==> config.mk <==
export PLATFORM = sky130hd
export DESIGN_NAME = func_ctrl_regs
export DESIGN_NICKNAME = d
export VERILOG_FILES = /design/src/source/mfc_pkg.sv /design/src/source/func_ctrl_regs.sv
export SDC_FILE = /design/constraint.sdc
export NUM_CORES = 1
export LEC_CHECK = 0
export BUFFER_PORTS_ARGS = -buffer_cell sky130_fd_sc_hd__buf_2
export CAP_MARGIN = 25
export CORE_AREA = 4 4 134 136
export CTS_BUF_LIST = sky130_fd_sc_hd__clkbuf_8
export DETAILED_ROUTE_END_ITERATION = 8
export DIE_AREA = 0 0 138 140
export PLACE_DENSITY = 0.86
export SLEW_MARGIN = 20
export SYNTH_ARGS = -nofsm -noshare
export SYNTH_HDL_FRONTEND = slang
export SYNTH_SLANG_ARGS = --single-unit
==> constraint.sdc <==
create_clock -name clk_pcie -period 6.2 [get_ports clk_pcie]
set_input_delay 0.93 -clock clk_pcie [delete_from_list [all_inputs] [get_ports clk_pcie]]
set_output_delay 0.93 -clock clk_pcie [all_outputs]
set_load 0.05 [all_outputs]
==> src/source/mfc_pkg.sv <==
package mfc_pkg;

    // function and dword sizing
    localparam int func_w     = 3;
    localparam int func_max   = 8;
    localparam int dw_idx_w   = 8;
    localparam int cfg_dwords = 16;
    localparam int cfg_idx_w  = $clog2(cfg_dwords);

    localparam logic [dw_idx_w-1:0] ctrl_dw_idx = 8'hF8;  // msix forwarding control
    localparam logic [dw_idx_w-1:0] mask_dw_idx = 8'hF9;  // function enable mask
    localparam logic [dw_idx_w-1:0] stat_dw_idx = 8'hFA;  // per-function access counter
    localparam int                  ctrl_en_bit = 8;      // forwarding enable in 0xF8

    localparam logic [15:0] vendor_id_base = 16'h1A2B;
    localparam logic [15:0] device_id_base = 16'h7020;  // plus function number

    localparam logic [2:0] cpl_sc = 3'b000;
    localparam logic [2:0] cpl_ur = 3'b001;

    // request header layout, bit positions in the 128-bit beat
    localparam int tlp_ft_lsb    = 24;   // fmt/type byte
    localparam int tlp_be_lsb    = 32;   // first dword byte enables
    localparam int tlp_tag_lsb   = 40;
    localparam int tlp_reqid_lsb = 48;
    localparam int tlp_addr_lsb  = 64;   // byte address
    localparam int tlp_addr_w    = 12;
    localparam int tlp_func_lsb  = 76;
    localparam int tlp_data_lsb  = 96;
    localparam int cfg_space_lim = 'h400;

    localparam logic [7:0] ft_cfg_rd0 = 8'h04;
    localparam logic [7:0] ft_cfg_wr0 = 8'h44;
    localparam logic [7:0] ft_cpl     = 8'h0A;
    localparam logic [7:0] ft_cpld    = 8'h4A;

    // completion layout, fmt/type shares tlp_ft_lsb
    localparam int cpl_len_lsb    = 0;   // 10 bits
    localparam int cpl_bc_lsb     = 32;  // 12 bits
    localparam int cpl_status_lsb = 45;
    localparam int cpl_cid_lsb    = 48;
    localparam int cpl_laddr_lsb  = 64;  // 7 bits
    localparam int cpl_tag_lsb    = 72;
    localparam int cpl_rid_lsb    = 80;
    localparam int cpl_data_lsb   = 96;

    typedef enum logic [2:0] {
        op_cfg_rd,
        op_cfg_wr,
        op_ctl_rd,
        op_ctl_wr,
        op_stat_rd,
        op_bad
    } req_op_t;

    typedef struct packed {
        req_op_t             op;
        logic [func_w-1:0]   func;
        logic [dw_idx_w-1:0] dw_idx;
        logic [3:0]          be;
        logic [31:0]         data;
        logic [7:0]          tag;
        logic [15:0]         reqid;
    } cfg_req_t;

    typedef struct packed {
        req_op_t             op;
        logic [7:0]          tag;
        logic [15:0]         reqid;
        logic [dw_idx_w-1:0] dw_idx;
        logic [31:0]         rd_data;
    } cfg_rsp_t;

    typedef struct packed {
        logic [127:0] data;
        logic         sop;
    } tlp_beat_t;

    typedef struct packed {
        logic [63:0] addr;
        logic [31:0] data;
    } msix_msg_t;

endpackage

==> src/source/func_ctrl_regs.sv <==
`timescale 1ns/1ns

module func_ctrl_regs import mfc_pkg::*; (
    input  logic                clk_pcie,
    input  logic                rst,
    input  logic                dec_valid,
    input  cfg_req_t            dec_req,
    input  logic [3:0]          function_count,
    output logic [func_max-1:0] enable_mask,
    output logic [31:0]         ctl_rd_data,
    output logic [func_w-1:0]   current_function,
    input  logic                msix_valid_in,
    input  msix_msg_t           msix_in,
    output logic                msix_valid_out,
    output msix_msg_t           msix_out,
    output logic [func_w-1:0]   msix_source_func
);

    logic              msix_fwd_en;
    logic [15:0]       acc_cnt [func_max];
    logic [func_max:0] fc_lim;
    logic              accept;

    // mask of implemented functions
    assign fc_lim = ({{func_max{1'b0}}, 1'b1} << function_count) - 1'b1;
    assign accept = dec_valid && (dec_req.op != op_bad);

    always_ff @(posedge clk_pcie) begin
        if (rst) begin
            msix_fwd_en      <= 1'b0;
            enable_mask      <= 8'h01;  // function 0 only
            current_function <= '0;
            for (int f = 0; f < func_max; f++) begin
                acc_cnt[f] <= '0;
            end
        end else if (accept) begin
            acc_cnt[dec_req.func] <= acc_cnt[dec_req.func] + 16'd1;
            current_function      <= dec_req.func;
            if (dec_req.op == op_ctl_wr) begin
                if (dec_req.dw_idx == ctrl_dw_idx) begin
                    if (dec_req.be[ctrl_en_bit/8]) begin
                        msix_fwd_en <= dec_req.data[ctrl_en_bit];
                    end
                end else if (dec_req.dw_idx == mask_dw_idx) begin
                    if (dec_req.be[0]) begin
                        enable_mask <= dec_req.data[func_max-1:0] & fc_lim[func_max-1:0];
                    end
                end
                // writes to the counter dword have no effect
            end
        end
    end

    // counter value is taken before this request's increment
    always_ff @(posedge clk_pcie) begin
        case (dec_req.dw_idx)
            ctrl_dw_idx: ctl_rd_data <= 32'(msix_fwd_en) << ctrl_en_bit;
            mask_dw_idx: ctl_rd_data <= 32'(enable_mask);
            stat_dw_idx: ctl_rd_data <= {16'h0, acc_cnt[dec_req.func]};
            default:     ctl_rd_data <= '0;
        endcase
    end

    always_ff @(posedge clk_pcie) begin
        if (rst) begin
            msix_valid_out <= 1'b0;
        end else begin
            msix_valid_out <= msix_valid_in && msix_fwd_en;
        end
    end

    always_ff @(posedge clk_pcie) begin
        msix_out         <= msix_in;
        msix_source_func <= current_function;  // last accepted request
    end

endmodule

==> impl_metrics.yaml <==
job:
  maxCapViolCount: 0
critical_path:
  worstPathCellList: "buf_2 > buf_4 > mux2i_1 > a22o_1 > a211oi_4 > nand3_2 > o31ai_1 > nor2_1"
  endpoint_kind: "flop"
  cp-start-kind: "input port"
  critPathMaxFanout: 30
  arrival_ns: 3.96
  critPathMaxStageDelay_ns: 0.91
  crit_required_ns: 6.46
  critPathKind: "in -> reg"
  cp_slowest_cell: "o31ai_1"
power_and_ir_drop:
  p_leak_nw: 4.88
  total_power_mw: 3.77
  peakVddDrop_v: 0.000244
  power.density_mw_per_mm2: 331
grt:
  overflow: 0
  track_usage_pct: 24.2
  grt_pass1_wl_mm: 36.0
  grt_max_degree: 40
  first_global_vias: 6640
  antenna_found_initial: 2
cts:
  cts-resized-gates: 0
  htreeDepth: 2
  clk_latency_ns: 0.54
  clkSinkCount: 256
  cts_tree: "yes"
  post_cts_buffers: 0
  clockBufferDepth: 3
  cts_root_buffer: "clkbuf_8"
  path_clk_slew_ns: 0.06
  numCtsBuffers: 41
  hold_buffers: 0
logic_synthesis:
  syn-instance-count: 671
  synth_edf_count: 128
  synth_warnings: 0
  yosys-top-cells-area: "edfxtp_1 42%, dfxtp_1 28%, nor2_1 5.9%"
  synth_area_leader_cell: "edfxtp_1"
  synthArstFlopShare_pct: 0
  synth_area_per_cell_um2: 13.6
  ys_types: 60
  yosys_register_bits: 256
  synthFlopType: "edfxtp_1"
  ys_seq_area_share_pct: 70.3
  syn_area_mm2: 0.00911
  synth_top_area_share_pct: 42.2
timing:
  worstMarginPinSlew_ns: 1.08
  fmax_ghz: 0.270
  slew_headroom_pct: 28.1
  finalHoldViolations: 0
  setup_viol: 0
  tns_ns: 0
  fin_skew_ns: 0.0349
  rsz0062_at_grt: "false"
  period_needed_ns: 3.70
  finalCritPeriodShare_pct: 59.7
  maxSlewViolCount: 0
hold_path:
  hold_path.class: "reg -> reg"
drt:
  ant_nets: 0
  drc_errors: 0
  vias: 6451
  wl_per_cell_um: 20.1
  drtIter0Drc: 595
  via_per_inst: 5.35
  first_pass_iters: 5
  drt-total-wl_mm: 24.3
placed_design:
  dp_hpwl_mm: 16.4
  port_buffers: 255
  place.gp.congestion: 0.862
layout:
  fillers: 1175
  drive_above_1_share_pct: 36.5
  final_cell_mix: "254 x buf_2, 142 x nor2_1, 128 x edfxtp_1, 128 x dfxtp_1, 57 x clkbuf_8"
  final_net_count: 1128
  area_growth_pct: 25.0
  final_common_cell: "buf_2"
run_status:
  status: "complete, no violations"
floorplanning:
  die-height_um: 140
  start_util_pct: 53.8
  rows: 48
  dieArea_mm2: 0.0193
  core_area_mm2: 0.0169
  top_level_ports: 321
  die_w_um: 138
==> synth_stat cells (all sizes together), types with 2 or more instances <==
library cell,instances
nand2,43
nand4,3
xor2,8
a32o,2
and2,4
a22oi,2
edfxtp,128
mux2i,17
and4b,2
o211ai,2
nor4,3
inv,3
nor3,15
ha,2
nor2b,5
a22o,8
nor2,143
and2b,4
a211o,2
or4,2
nand2b,9
xnor2,4
a211oi,3
clkbuf,13
nand3b,6
nand3,12
and3,5
a21oi,17
mux2,5
o21ai,9
dfxtp,128
buf,29
o31ai,2
mux4,19
==> worst max-delay path, delay by kind of cell <==
| family | cells | cell delay, ns |
|---|---|---|
| AO/OA/AOI/OAI | 3 | 1.61 |
| buffers and inverters | 2 | 0.85 |
| multiplexers | 1 | 0.15 |
| AND/OR/NAND/NOR | 2 | 0.40 |
==> sequential cells by signal, summed over array words and instances, names as in the netlist <==
register and count:
msix_source_func 3, msix_fwd_en 1, current_function 3, msix_out 96, acc_cnt 128, ctl_rd_data 16, enable_mask 8, msix_valid_out 1
==> metal layers <==
metal	global-route usage, %	share of wire [%]
met5	0	0
met3	7.75	11
met1	25.9	33
met2	41.8	50
met4	14.8	6.0
==> per-stage QoR <==
stage	instances	utilization (%)	hold slack, ns	cell area, µm²	setup WS [ns]
global placement	1128	61.8	0.358	10500	1.85
global route	1206	67.2	0.388	11400	2.33
detailed placement	1128	61.8	0.366	10500	1.81
CTS	1203	67.0	0.373	11300	2.36
finish	1206	67.2	0.372	11400	2.50
floorplan	686	-	0.480	9160	2.76
==> report_power, final <==
part	internal, mW	switching [mW]
Combinational	0.107	0.309
Clock	0.857	0.631
Sequential	1.85	0.0190
Total	2.81	0.958
==> cell type report <==
class	count	area [µm²]	share of cell area, %
well taps	225	282	2.47
flip-flops and latches	256	6410	56.3
clock buffers	57	785	6.89
diodes	1	2.50	0.0220
multi-input cells	385	2460	21.6
repair buffers	261	1340	11.7
inverters	3	11.3	0.0989
clock inverters	18	103	0.901
==> cell families (layout without fill, tap and decap cells) <==
| kind of cell | count (synthesis) | in the layout | share of synthesized area, % |
|---|---|---|---|
| mux | 41 | 41 | 7.18 |
| compound gates | 54 | 54 | 4.27 |
| flops | 256 | 256 | 70.3 |
| xor+xnor | 12 | 12 | 1.36 |
| other cells | 1 | 17 | 0.0412 |
| simple gates | 260 | 260 | 13.2 |
| fa+ha+maj | 2 | 2 | 0.275 |
| buf+inv | 45 | 339 | 3.30 |
==> final timing paths <==
check                              startpoint                           end  slack (ns)  depth (start not counted)
max                               dec_req[69]   acc_cnt[5][9]$_SDFFCE_PN0P_        2.50                          8
min          current_function[0]$_SDFFE_PP0N_   msix_source_func[0]$_DFF_P_        0.37                          0
max reg2reg      acc_cnt[4][10]$_SDFFCE_PN0P_  acc_cnt[3][15]$_SDFFCE_PN0P_        3.32                          7
min reg2reg  current_function[0]$_SDFFE_PP0N_   msix_source_func[0]$_DFF_P_        0.37                          0
Note: power is estimated with default switching activity, not from simulation.
