--- src/source/mfc_pkg.sv ---
package mfc_pkg;

    // function and dword sizing
    localparam int func_w     = 3;
    localparam int func_max   = 8;
    localparam int dw_idx_w   = 8;
    localparam int cfg_dwords = 16;
    localparam int cfg_idx_w  = $clog2(cfg_dwords);

    localparam logic [dw_idx_w-1:0] ctrl_dw_idx = 8'hF8;  // msix forwarding control
    localparam logic [dw_idx_w-1:0] mask_dw_idx = 8'hF9;  // function enable mask
    localparam logic [dw_idx_w-1:0] stat_dw_idx = 8'hFA;  // per-function access counter
    localparam int                  ctrl_en_bit = 8;      // forwarding enable in 0xF8

    localparam logic [15:0] vendor_id_base = 16'h1A2B;
    localparam logic [15:0] device_id_base = 16'h7020;  // plus function number

    localparam logic [2:0] cpl_sc = 3'b000;
    localparam logic [2:0] cpl_ur = 3'b001;

    // request header layout, bit positions in the 128-bit beat
    localparam int tlp_ft_lsb    = 24;   // fmt/type byte
    localparam int tlp_be_lsb    = 32;   // first dword byte enables
    localparam int tlp_tag_lsb   = 40;
    localparam int tlp_reqid_lsb = 48;
    localparam int tlp_addr_lsb  = 64;   // byte address
    localparam int tlp_addr_w    = 12;
    localparam int tlp_func_lsb  = 76;
    localparam int tlp_data_lsb  = 96;
    localparam int cfg_space_lim = 'h400;

    localparam logic [7:0] ft_cfg_rd0 = 8'h04;
    localparam logic [7:0] ft_cfg_wr0 = 8'h44;
    localparam logic [7:0] ft_cpl     = 8'h0A;
    localparam logic [7:0] ft_cpld    = 8'h4A;

    // completion layout, fmt/type shares tlp_ft_lsb
    localparam int cpl_len_lsb    = 0;   // 10 bits
    localparam int cpl_bc_lsb     = 32;  // 12 bits
    localparam int cpl_status_lsb = 45;
    localparam int cpl_cid_lsb    = 48;
    localparam int cpl_laddr_lsb  = 64;  // 7 bits
    localparam int cpl_tag_lsb    = 72;
    localparam int cpl_rid_lsb    = 80;
    localparam int cpl_data_lsb   = 96;

    typedef enum logic [2:0] {
        op_cfg_rd,
        op_cfg_wr,
        op_ctl_rd,
        op_ctl_wr,
        op_stat_rd,
        op_bad
    } req_op_t;

    typedef struct packed {
        req_op_t             op;
        logic [func_w-1:0]   func;
        logic [dw_idx_w-1:0] dw_idx;
        logic [3:0]          be;
        logic [31:0]         data;
        logic [7:0]          tag;
        logic [15:0]         reqid;
    } cfg_req_t;

    typedef struct packed {
        req_op_t             op;
        logic [7:0]          tag;
        logic [15:0]         reqid;
        logic [dw_idx_w-1:0] dw_idx;
        logic [31:0]         rd_data;
    } cfg_rsp_t;

    typedef struct packed {
        logic [127:0] data;
        logic         sop;
    } tlp_beat_t;

    typedef struct packed {
        logic [63:0] addr;
        logic [31:0] data;
    } msix_msg_t;

endpackage

--- src/source/cfg_req_decode.sv ---
`timescale 1ns/1ns

module cfg_req_decode import mfc_pkg::*; (
    input  logic                clk_pcie,
    input  logic                rst,
    input  logic                req_valid,
    input  tlp_beat_t           req_beat,
    input  logic [3:0]          function_count,
    input  logic [func_max-1:0] enable_mask,
    output logic                dec_valid,
    output cfg_req_t            dec_req
);

    logic [7:0]            fmt_type;
    logic [tlp_addr_w-1:0] byte_addr;
    logic [func_w-1:0]     func;
    logic [dw_idx_w-1:0]   dw_idx;
    logic                  is_rd;
    logic                  is_wr;
    logic                  addr_ok;
    logic                  func_ok;
    req_op_t               op;

    assign fmt_type  = req_beat.data[tlp_ft_lsb +: 8];
    assign byte_addr = req_beat.data[tlp_addr_lsb +: tlp_addr_w];
    assign func      = req_beat.data[tlp_func_lsb +: func_w];
    assign dw_idx    = byte_addr[2 +: dw_idx_w];

    assign is_rd   = (fmt_type == ft_cfg_rd0);
    assign is_wr   = (fmt_type == ft_cfg_wr0);
    assign addr_ok = (byte_addr[1:0] == 2'b00) && (byte_addr < tlp_addr_w'(cfg_space_lim));
    assign func_ok = ({1'b0, func} < function_count) && enable_mask[func];

    always_comb begin
        op = op_bad;
        if ((is_rd || is_wr) && addr_ok && func_ok) begin
            if (dw_idx == stat_dw_idx) begin
                op = is_rd ? op_stat_rd : op_ctl_wr;  // counter writes dropped later
            end else if (func == '0 && (dw_idx == ctrl_dw_idx || dw_idx == mask_dw_idx)) begin
                op = is_rd ? op_ctl_rd : op_ctl_wr;
            end else begin
                op = is_rd ? op_cfg_rd : op_cfg_wr;
            end
        end
    end

    always_ff @(posedge clk_pcie) begin
        if (rst) begin
            dec_valid <= 1'b0;
        end else begin
            dec_valid <= req_valid && req_beat.sop;  // continuation beats ignored
        end
    end

    always_ff @(posedge clk_pcie) begin
        dec_req.op     <= op;
        dec_req.func   <= func;
        dec_req.dw_idx <= dw_idx;
        dec_req.be     <= req_beat.data[tlp_be_lsb +: 4];
        dec_req.data   <= req_beat.data[tlp_data_lsb +: 32];
        dec_req.tag    <= req_beat.data[tlp_tag_lsb +: 8];
        dec_req.reqid  <= req_beat.data[tlp_reqid_lsb +: 16];
    end

endmodule

--- config.mk ---
export PLATFORM = sky130hd
export DESIGN_NAME = cfg_req_decode
export DESIGN_NICKNAME = d
export VERILOG_FILES = /design/src/source/mfc_pkg.sv /design/src/source/cfg_req_decode.sv
export SDC_FILE = /design/constraint.sdc
export NUM_CORES = 1
export LEC_CHECK = 0
export BUFFER_PORTS_ARGS = -buffer_cell sky130_fd_sc_hd__buf_2
export CORE_AREA = 2 2 85 87
export CTS_BUF_LIST = sky130_fd_sc_hd__clkbuf_16
export DETAILED_ROUTE_END_ITERATION = 16
export DIE_AREA = 0 0 87 89
export GPL_ROUTABILITY_DRIVEN = 1
export MAX_ROUTING_LAYER = met4
export PLACE_DENSITY = 0.66
export SLEW_MARGIN = 10
export SYNTH_ARGS = -nofsm -noshare
export SYNTH_HDL_FRONTEND = slang
export SYNTH_SLANG_ARGS = --single-unit
--- constraint.sdc ---
create_clock -name clk_pcie -period 2.18 [get_ports clk_pcie]
set_input_delay 0.218 -clock clk_pcie [delete_from_list [all_inputs] [get_ports clk_pcie]]
set_output_delay 0.218 -clock clk_pcie [all_outputs]
set_load 0.005 [all_outputs]
==> results by stage <==
Status:
- The run finished with clean final reports.

Placed design:
- The setup slack at placement is around 0.27 ns.
- The cell count after placement is approximately 360.
- The standard cell area after detailed placement is 2708 um^2.
- During placement, the flow inserted port buffers numbering about 170.
- Detailed placement ended at an HPWL of between 3 and 4 mm.
- The routability-driven placement congestion ratio is 0.6416.

Synth:
- The cell area that synthesis handed to floorplanning was 1742 um^2.
- The synthesized netlist devotes under 10% of its cell area to simple gates.
- The share of synthesized area in the top cell type comes to between 80% and 90%.
- The sequential share of the synthesized area is between 80% and 90%.
- The Yosys step of the flow raised 0 warnings.
- The post-synthesis net count is approximately 250.
- The synthesized netlist devotes 0% of its cell area to XOR and XNOR gates.
- Dividing the synthesized area by the synthesized cell count gives 16.91 um^2.
- The synthesized netlist devotes between 2 and 3% of its cell area to compound gates.
- By area the synthesized netlist is led by sky130_fd_sc_hd__dfxtp_1 86%, sky130_fd_sc_hd__mux4_2 2.6%, sky130_fd_sc_hd__a2111oi_4 1.6%, sky130_fd_sc_hd__ha_1 1.4%, sky130_fd_sc_hd__or4_1 1.3%.
- The largest family of logic cells by synthesized area is simple AND/OR/NAND/NOR gates.
- The count of state elements after synthesis is 75.
- Synthesis instantiated 17 different standard cells from the library.
- Measured against the total synthesized area, the mux share comes to approximately 3.2%.
- Synthesis produced 103 cells.
- The cell type contributing the most total cell area after synthesis is sky130_fd_sc_hd__dfxtp_1.
- The synthesized netlist devotes 1.437% of its cell area to adder and majority cells.

Hold path:
- The type of the worst min-delay path is input pin to flip-flop.
- The worst hold path begins at req_beat[69].
- Along the worst hold path, the cell count comes to 1.
- The path with the worst hold slack has its endpoint at dec_req[62].

Clocking:
- TritonCTS built the clock tree.
- The number of buffers on the longest clock path is 2.
- The number of buffers inserted by post-CTS setup repair is 0.
- In this run the clock root is driven by a sky130_fd_sc_hd__clkbuf_16.
- The clock-pin slew on the worst setup and hold paths is 0.06 ns.
- The number of H-tree branching levels is 3.
- For this design, the sink count on the clock tree is 75.
- The total CTS buffers is 9.

Floorplan:
- The x dimension of the die is between 80 and 90 um.
- The die boundary height is between 80 and 90 um.
- In this run the count of I/O pins placed on the die edge is around 220.
- The placeable core region is between 6000 and 7000 um^2.
- The die covers between 7000 and 8000 um^2.
- Once the floorplan was initialized, standard cells occupied around a quarter of the core.
- Row generation in the floorplan step produced 30 rows.

Routing:
- In this run the remaining antenna-violating nets after routing total 0.
- The average wire per cell in the routed design is roughly 13 um.
- In this run, the number of DRC markers left after iteration 0 of detailed routing was 26.
- The detailed-route wire length is 5.504 mm.
- The number of iterations in the first detailed-routing pass is 4.
- In the routed design, unresolved DRC markers number 0.
- The average vias per placed instance is about 4.0.
- Summing over every cut layer, the via total after detailed routing is between 1500 and 2000.

Global routing:
- The initial antenna violation count is 0.
- Entering global routing, the biggest net connects 15 pins.
- The first global-routing pass estimated just under 8 mm of wire.
- The total global routing overflow is 0.
- The global routing usage summed across all routing layers is between 10 and 15%.
- The number of global-route vias before repair is between 1500 and 2000.

Job:
- The number of maximum-capacitance violations is 0.

Setup path:
- The worst setup path is captured at a flip-flop.
- Data on the critical path is required at its endpoint by roughly 2.4 ns.
- The critical path data arrival time is 1.75 ns.
- The critical path in this run is classified as input pin to flip-flop.
- The delay of the slowest cell on the worst path is 0.53 ns.
- The cell with the biggest individual delay on the critical path is sky130_fd_sc_hd__or4b_4.
- In this run the worst path has a maximum fanout of 3.
- STA classifies the critical path startpoint as an input pin.
- The critical path goes through buf_2 > or4b_4 > or4_4 > a2111oi_4 > o21ai_0.

STA:
- The max-slew violation total from the final report is 0.
- For the pin with the worst max-slew slack, the measured transition is about 0.27 ns.
- The total negative slack is 0 ns.
- Across all setup checks in the final design, the least slack found is between 0.6 and 0.7 ns.
- The achievable clock frequency is 642.6 MHz.
- The worst hold margin is 0.01578 ns.
- Subtracting the final worst setup slack from the clock period gives around 1.6 ns.
- The hold violation count in the final report is 0.
- The worst slew margin relative to its limit is 81.46%.
- Setup violations remaining at the end of the flow were counted as 0.
- Setup repair after global routing left no endpoint under its margin.
- The share of the cycle needed by the critical path after routing is between 70% and 80%.

Finish:
- The area of combinational cells with multiple inputs is about 230 um^2.
- The share of cells above drive strength 1 is between 50% and 60%.
- The final design utilization is a little over half.
- The number of antenna diodes in the final layout is 0.
- Excluding fillers, the count of instances in the completed layout stands at around 430.
- The summed area of non-filler cells in the final layout is 3642 um^2.
- From synthesis to final layout, the design area changed by 109.1%.
- The number of filler instances in the final layout is about 550.
- In the layout the commonest cells are 173 x sky130_fd_sc_hd__buf_2, 75 x sky130_fd_sc_hd__dfxtp_1, 61 x sky130_fd_sc_hd__dlygate4sd3_1, 9 x sky130_fd_sc_hd__clkbuf_16, 4 x sky130_fd_sc_hd__nor2_1.
- The most common cell after layout, fill and taps aside is sky130_fd_sc_hd__buf_2.
- The net count of the finished layout is around 490.
- The total area of sequential cells is ~1500 um^2.

Power and ir drop:
- The total power of the final layout is approximately 3.3 mW.
- The power density over the cells is slightly above 900 nW/um^2.
- The static leakage power is about 1.8 nW.
- VDD sags by at most around 350 uV.
[cell families after synthesis]
kind of cell / count (synthesis)
flops: 75
fa+ha+maj: 2
compound gates: 4
mux: 3
simple gates: 17
buf+inv: 2
[flip-flops by register name, summed over array words and instances, names as in the netlist]
| name | flops |
|---|---|
| dec_valid | 1 |
| dec_req | 74 |
[synthesized netlist by cell type, drive strengths merged]
| cell | count |
|---|---|
| ha | 2 |
| nand4 | 1 |
| inv | 2 |
| nor2 | 4 |
| a211o | 1 |
| or4 | 4 |
| o21ai | 2 |
| nor3b | 1 |
| a2111oi | 1 |
| dfxtp | 75 |
| mux4 | 2 |
| and3 | 1 |
| nand2 | 3 |
| mux2i | 1 |
| nand2b | 2 |
| or4b | 1 |
[routing by layer]
layer  routed length (um)  part of all wire [%]  track usage [%]
met4                  158                   2.9            7.813
met5                    0                     0                -
met1                 1860                    34            12.55
met2                 2945                    54            26.16
met3                  539                   9.8            5.078
[final cells by class]
cell class / count / share of cell area, %
timing repair buffer: 234 / 40.54
tap: 80 / 2.748
clock buffer: 9 / 6.183
multi-input combinational: 26 / 6.390
clock inverter: 7 / 2.714
sequential: 75 / 41.22
inverter: 2 / 0.2061
[power by group]
group	switching (mW)	total (mW)	internal (mW)	leakage, nW
Combinational	0.0925	0.284	0.192	1.02
Sequential	0.0172	1.46	1.44	0.632
Clock	0.564	1.58	1.01	0.158
[how the worst max path moves through the flow]
stage,start,endpoint,slack (ns),cells past startpoint
floorplan,req_beat[28],dec_req[73],0.47,4
global placement,req_beat[28],dec_req[73],0.32,5
detailed placement,req_beat[28],dec_req[73],0.27,5
CTS,req_beat[28],dec_req[73],0.63,5
global route,req_beat[28],dec_req[73],0.60,5
finish,req_beat[28],dec_req[73],0.62,5
[what timing repair did]
action                                  4_1_cts  5_1_grt
gates resized for setup                       0        0
endpoints found under the setup margin        0        0
hold buffers                                 59        2
hold endpoints to repair                     59        2
[critical path, delay by kind of cell]
| family | cells | cell delay, ns |
|---|---|---|
| compound gates | 2 | 0.46 |
| buf+inv | 1 | 0.10 |
| simple gates | 2 | 0.97 |
No activity file was read; power rests on OpenSTA's default activity.
