[src/source/mfc_pkg.sv]
package mfc_pkg;

    // function and dword sizing
    localparam int func_w     = 3;
    localparam int func_max   = 8;
    localparam int dw_idx_w   = 8;
    localparam int cfg_dwords = 16;
    localparam int cfg_idx_w  = $clog2(cfg_dwords);

    localparam logic [dw_idx_w-1:0] ctrl_dw_idx = 8'hF8;  // msix forwarding control
    localparam logic [dw_idx_w-1:0] mask_dw_idx = 8'hF9;  // function enable mask
    localparam logic [dw_idx_w-1:0] stat_dw_idx = 8'hFA;  // per-function access counter
    localparam int                  ctrl_en_bit = 8;      // forwarding enable in 0xF8

    localparam logic [15:0] vendor_id_base = 16'h1A2B;
    localparam logic [15:0] device_id_base = 16'h7020;  // plus function number

    localparam logic [2:0] cpl_sc = 3'b000;
    localparam logic [2:0] cpl_ur = 3'b001;

    // request header layout, bit positions in the 128-bit beat
    localparam int tlp_ft_lsb    = 24;   // fmt/type byte
    localparam int tlp_be_lsb    = 32;   // first dword byte enables
    localparam int tlp_tag_lsb   = 40;
    localparam int tlp_reqid_lsb = 48;
    localparam int tlp_addr_lsb  = 64;   // byte address
    localparam int tlp_addr_w    = 12;
    localparam int tlp_func_lsb  = 76;
    localparam int tlp_data_lsb  = 96;
    localparam int cfg_space_lim = 'h400;

    localparam logic [7:0] ft_cfg_rd0 = 8'h04;
    localparam logic [7:0] ft_cfg_wr0 = 8'h44;
    localparam logic [7:0] ft_cpl     = 8'h0A;
    localparam logic [7:0] ft_cpld    = 8'h4A;

    // completion layout, fmt/type shares tlp_ft_lsb
    localparam int cpl_len_lsb    = 0;   // 10 bits
    localparam int cpl_bc_lsb     = 32;  // 12 bits
    localparam int cpl_status_lsb = 45;
    localparam int cpl_cid_lsb    = 48;
    localparam int cpl_laddr_lsb  = 64;  // 7 bits
    localparam int cpl_tag_lsb    = 72;
    localparam int cpl_rid_lsb    = 80;
    localparam int cpl_data_lsb   = 96;

    typedef enum logic [2:0] {
        op_cfg_rd,
        op_cfg_wr,
        op_ctl_rd,
        op_ctl_wr,
        op_stat_rd,
        op_bad
    } req_op_t;

    typedef struct packed {
        req_op_t             op;
        logic [func_w-1:0]   func;
        logic [dw_idx_w-1:0] dw_idx;
        logic [3:0]          be;
        logic [31:0]         data;
        logic [7:0]          tag;
        logic [15:0]         reqid;
    } cfg_req_t;

    typedef struct packed {
        req_op_t             op;
        logic [7:0]          tag;
        logic [15:0]         reqid;
        logic [dw_idx_w-1:0] dw_idx;
        logic [31:0]         rd_data;
    } cfg_rsp_t;

    typedef struct packed {
        logic [127:0] data;
        logic         sop;
    } tlp_beat_t;

    typedef struct packed {
        logic [63:0] addr;
        logic [31:0] data;
    } msix_msg_t;

endpackage

[src/source/cfg_cpl_encode.sv]
`timescale 1ns/1ns

module cfg_cpl_encode import mfc_pkg::*; (
    input  logic         clk_pcie,
    input  logic         rst,
    input  logic [15:0]  pcie_id,
    input  logic         rsp_valid,
    input  cfg_rsp_t     rsp,
    input  logic [31:0]  ctl_rd_data,
    output logic         cpl_valid,
    output logic [127:0] cpl_beat
);

    logic [31:0]  data_sel;
    logic         is_read;
    logic [2:0]   status;
    logic [127:0] beat;

    always_comb begin
        is_read  = 1'b1;
        data_sel = '0;
        case (rsp.op)
            op_cfg_rd:  data_sel = rsp.rd_data;
            op_ctl_rd:  data_sel = ctl_rd_data;
            op_stat_rd: data_sel = ctl_rd_data;
            default:    is_read  = 1'b0;  // writes and bad requests, no payload
        endcase
    end

    assign status = (rsp.op == op_bad) ? cpl_ur : cpl_sc;

    always_comb begin
        beat = '0;
        beat[tlp_ft_lsb +: 8]     = is_read ? ft_cpld : ft_cpl;
        beat[cpl_len_lsb +: 10]   = is_read ? 10'd1 : 10'd0;
        beat[cpl_bc_lsb +: 12]    = 12'd4;
        beat[cpl_status_lsb +: 3] = status;
        beat[cpl_cid_lsb +: 16]   = pcie_id;
        beat[cpl_laddr_lsb +: 7]  = {rsp.dw_idx[4:0], 2'b00};  // byte address low bits
        beat[cpl_tag_lsb +: 8]    = rsp.tag;
        beat[cpl_rid_lsb +: 16]   = rsp.reqid;
        beat[cpl_data_lsb +: 32]  = data_sel;
    end

    always_ff @(posedge clk_pcie) begin
        if (rst) begin
            cpl_valid <= 1'b0;
        end else begin
            cpl_valid <= rsp_valid;
        end
    end

    always_ff @(posedge clk_pcie) begin
        cpl_beat <= beat;
    end

endmodule

[config.mk]
export PLATFORM = sky130hd
export DESIGN_NAME = cfg_cpl_encode
export DESIGN_NICKNAME = d
export VERILOG_FILES = /design/src/source/mfc_pkg.sv /design/src/source/cfg_cpl_encode.sv
export SDC_FILE = /design/constraint.sdc
export NUM_CORES = 1
export LEC_CHECK = 0
export BUFFER_PORTS_ARGS = -buffer_cell sky130_fd_sc_hd__clkbuf_2
export CAP_MARGIN = 20
export CORE_MARGIN = 8
export CORE_UTILIZATION = 40
export DETAILED_ROUTE_END_ITERATION = 8
export MAX_ROUTING_LAYER = met4
export PLACE_DENSITY_LB_ADDON = 0.08
export SLEW_MARGIN = 20
export SYNTH_ARGS = -nofsm -noshare
export SYNTH_HDL_FRONTEND = slang
export SYNTH_SLANG_ARGS = --single-unit
export TNS_END_PERCENT = 5
[constraint.sdc]
create_clock -name clk_pcie -period 1.1 [get_ports clk_pcie]
set_input_delay 0.055 -clock clk_pcie [delete_from_list [all_inputs] [get_ports clk_pcie]]
set_output_delay 0.055 -clock clk_pcie [all_outputs]
set_load 0.02 [all_outputs]
==> results of run 1 <==
==> how the worst max path moves through the flow <==
stage | start | end | slack (ns)
finish | cpl_beat[125] | cpl_beat[125] | 0.17
global route | cpl_beat[125] | cpl_beat[125] | 0.11
CTS | rst | cpl_valid | 0.09
detailed placement | rsp[65] | cpl_beat[124] | 0.16
global placement | rsp[65] | cpl_beat[121] | 0.18
floorplan | rsp[65] | cpl_beat[101] | 0.24
==> timing repair <==
item,4_1_cts,5_1_grt
hold buffers,79,1
endpoints found under the hold margin,78,1
buffers inserted,0,0
setup endpoints to repair,0,1
==> metal layers <==
layer / routed length [um] / vias to the layer above / share of wire
li1: - / 1405 / -
met1: 4090 / 1327 / 0.40
met2: 5110 / 147 / 0.50
met3: 778 / 14 / 0.077
met4: 191 / 0 / 0.019
met5: 0 / - / 0
==> per-stage QoR <==
step	worst slack, ns	util	total power, mW	area [um2]	hold slack [ns]
floorplan	0.242	-	4.10	3510	0.0827
global route	0.109	0.641	7.44	5210	0.125
finish	0.170	0.641	7.10	5210	0.116
global placement	0.181	0.515	4.41	4190	0.158
detailed placement	0.163	0.515	4.42	4190	0.159
CTS	0.0893	0.641	7.17	5210	0.106
==> synthesized netlist by cell type, drive strengths merged <==
library cell,count
a21oi,1
nand2b,32
clkbuf,4
buf,67
dfxtp,80
a211oi,64
nor2b,33
conb,2
and3b,1
==> logic make-up after synthesis <==
kind of cell           Yosys count  share of synthesized area
AOI/OAI and AO/OA               65                      0.230
DFF                             80                      0.480
buffers and inverters           71                      0.163
and+or+nand+nor                 66                      0.125
other                            2                    0.00225
==> power breakdown <==
part	switching (mW)	leakage, nW	internal, mW
clock network	1.18	0.114	1.33
registers	0.0510	0.671	3.07
logic	0.819	1.65	0.649
==> state kept, by name, summed over array words and instances (netlist names) <==
register / cells
cpl_beat: 79
cpl_valid: 1
==> area by class of cell <==
| type | count | area (um2) | area share |
|---|---|---|---|
| repair buffers | 281 | 1890 | 0.362 |
| clock buffers | 9 | 124 | 0.0238 |
| multi-input cells | 179 | 1360 | 0.261 |
| well taps | 105 | 131 | 0.0252 |
| clock inverters | 7 | 108 | 0.0206 |
| flip-flops and latches | 80 | 1600 | 0.307 |
==> out/results.tsv, run 1 <==
metric	value	unit
die_w	107	um
route.detailed.drc	0	
first_global_vias	3032	
start_util	0.410	
met2_usage	0.300	
fin_nets	669	
antenna_found_initial	0	
rows	33	
worst-path-max-fanout	1	
synthesis.area	3330	um2
cp_top_family	flip-flops	
grt-busiest-layer	met2	
grt_max_degree	55	
cp.arrival	0.88	ns
fin_setup_tns	0	ns
syn-mean-instance-area	11.7	um2
via_per_inst	4.38	
path_class	reg2out	
synth_seq_cells	80	
maxCapViolations	0	
dp.cells	566	
cts_root_buf	clkbuf_8	
core_area	8130	um2
hold_violations	0	
period_needed	0.930	ns
max_freq	1080	MHz
worstHoldStart	rsp[64]	
hold_end	cpl_beat[125]	
final_common_cell	clkbuf_2	
grt_pass1_wl	15.7	mm
status	finished clean	
final_cell_mix	clkbuf_2 (193), dfxtp_1 (80), dlygate4sd3_1 (79)	
die_y	107	um
worstSetupStartpointType	register	
min_path_cells	2	
synth_area_leaders	dfxtp_1 (48%), a211oi_2 (21%), buf_4 (12%)	
drv_slew	0	
routed_wl	10.2	mm
yosys.area.top_type	dfxtp_1	
final_cells	661	
drive_gt1_frac	0.493	
cts_buffers	9	
leakagePower	2.44	nW
dp_hpwl	7.22	mm
use_met3	0.0491	
syn_inst	284	
cp-end-kind	output pin	
post_drt_wl_per_cell	15.4	um
final-setup-viol-count	0	
power_density	1360	nW/um2
drtAntennaViolNets	0	
h-tree-depth	3	
cp.required	1.04	ns
min_period_over_period	0.846	
cts_resized	0	
ir_drop	0.555	mV
cts_tree	done	
cts.sinks	80	
use_met1	0.196	
yosys_warnings	0	
pin_count	247	
port_buffers	195	
grt_usage	0.177	
n_antenna_cell	0	
clk_pin_slew	0.09	ns
critPathMaxStageDelay	0.34	ns
route.vias.total	2893	
cp_slowest_cell	dfxtp_1	
hp-class	in2reg	
synth_top_area_share	0.480	
area_delta_synth_final	56.3	%
die_area	11500	um2
drt_iter0_markers	89	
gr-total-overflow	0	
ys_seq_area_frac	0.480	
cts_buffer_depth	2	
place_congestion	0.724	
crit_cells	1	
crit_path_cell_trace	clkbuf_2	
dr.pass1.iters	4	
ys_types	15	
rsz0062_at_grt	no	
crit_buf_inv	1	
nFillCells	646	
No activity file was read; power rests on OpenSTA's default activity.
==> run 2, diff against run 1 <==
--- a/config.mk
+++ b/config.mk
@@ -8,7 +8,7 @@
 export BUFFER_PORTS_ARGS = -buffer_cell sky130_fd_sc_hd__clkbuf_2
 export CAP_MARGIN = 20
 export CORE_MARGIN = 8
-export CORE_UTILIZATION = 40
+export CORE_UTILIZATION = 36
 export DETAILED_ROUTE_END_ITERATION = 8
 export MAX_ROUTING_LAYER = met4
 export PLACE_DENSITY_LB_ADDON = 0.08
==> constraint.sdc (replaced) <==
create_clock -name clk_pcie -period 0.8 [get_ports clk_pcie]
set_input_delay 0.04 -clock clk_pcie [delete_from_list [all_inputs] [get_ports clk_pcie]]
set_output_delay 0.04 -clock clk_pcie [all_outputs]
set_load 0.02 [all_outputs]
==> run 2 against run 1 <==
  * The flow now finishes with violations (setup timing)
  * Sequential power increased by 43%
  * Global-route usage increased by 0.51 points
  * Power increased by 46%
  * Combinational power increased by 73%
  * Non-clock buffer count increased by 3
  * Critical endpoint is now cpl_beat[30]
  * Largest power group unchanged
  * Highest routed layer unchanged
==> out/results.tsv, run 2 (synthesized netlist as in run 1, its figures left out) <==
metric	value	unit
hp-class	in2reg	
rsz0062_at_grt	yes	
grt_usage	0.182	
worstSetupStartpointType	register	
total_power	10.3	mW
core_area	9110	um2
violations	setup timing	
worst-path-max-fanout	2	
post_cts_buffers	0	
port_buffers	195	
final_area	6160	um2
leakagePower	2.70	nW
fin_nets	672	
clk_pin_slew	0.09	ns
die_w	112	um
route.detailed.drc	0	
largest_reg_flops	79	
worst_slack	-0.0686	ns
dp_hpwl	7.32	mm
pin_count	247	
min_path_cells	3	
postPlaceCellArea	4230	um2
area_delta_synth_final	84.8	%
die_y	112	um
h-tree-depth	3	
max_freq	1150	MHz
status	complete, but fails checks	
hold_violations	0	
ir_drop	0.784	mV
cp.required	0.76	ns
largest-register	cpl_beat	
path_class	reg2out	
cts_root_buf	clkbuf_8	
final_cell_mix	clkbuf_2 (112), buf_8 (81), dlygate4sd3_1 (80)	
final_cells	669	
place_congestion	0.735	
first_global_vias	3249	
grt_pass1_wl	17.6	mm
cts_buffer_depth	2	
cp.arrival	0.83	ns
dr.pass1.iters	4	
start_util	0.366	
power_density	1680	nW/um2
final-setup-viol-count	83	
dp.cells	574	
n_antenna_cell	0	
cp_slowest_cell	dfxtp_4	
rows	35	
maxCapViolations	0	
routed_wl	12.2	mm
drtAntennaViolNets	0	
drive_gt1_frac	0.638	
antenna_found_initial	0	
crit_path_cell_trace	buf_8	
nFillCells	655	
cp-end-kind	output pin	
period_needed	0.869	ns
cts_buffers	9	
final_common_cell	clkbuf_2	
post_drt_wl_per_cell	18.3	um
reg_top3	cpl_beat x79, cpl_valid x1	
grt_max_degree	50	
die_area	12600	um2
pre_cts_slack	-0.116	ns
via_per_inst	4.39	
critPathMaxStageDelay	0.36	ns
cts_tree	done	
crit_cells	1	
drv_slew	0	
crit_buf_inv	1	
min_period_over_period	1.09	
cts.sinks	80	
drt_iter0_markers	74	
gr-total-overflow	0	
route.vias.total	2939	
cp_top_family	flip-flops	
## run 2: through the flow
step / hold slack (ns) / util / setup TNS (ns)
after CTS: 0.0520 / 0.663 / -5.46
after global routing: 0.0755 / 0.676 / -5.97
after global placement: 0.142 / 0.464 / -2.21
after floorplan: 0.0677 / - / -0.460
after detailed placement: 0.144 / 0.464 / -2.70
final: 0.0698 / 0.676 / -3.20
## run 2: final timing paths
check         start            end  slack (ns)
min         rsp[64]  cpl_beat[127]        0.07
max    cpl_beat[30]   cpl_beat[30]       -0.07
## run 2: area by class of cell
type | instances | area, um2 | area share
Clock buffer | 9 | 124 | 0.0201
Multi-Input combinational cell | 179 | 1370 | 0.222
Sequential cell | 80 | 1700 | 0.277
Tap cell | 111 | 139 | 0.0225
Timing Repair Buffer | 284 | 2740 | 0.444
Clock inverter | 6 | 92.6 | 0.0150
## run 2: power by group
group	leakage (nW)	internal (mW)	switching (mW)	total, mW
sequential	0.681	4.27	0.175	4.45
clock	0.102	1.76	1.59	3.35
combinational	1.92	1.36	1.18	2.55
## run 2: per-layer routing
layer  track usage  vias to the layer above  part of all wire  wire length [um]
li1              -                     1407                 -                 -
met1         0.200                     1360              0.40              4830
met2         0.314                      159              0.52              6360
met3        0.0510                       13             0.071               862
met4        0.0576                        0             0.013               159
met5             -                        -                 0                 0
## run 2: timing repair
item,4_1_cts,5_1_grt
hold buffers,80,0
gates resized for setup,228,97
setup endpoints to repair,81,87
endpoints found under the hold margin,78,0
pin swaps,0,5
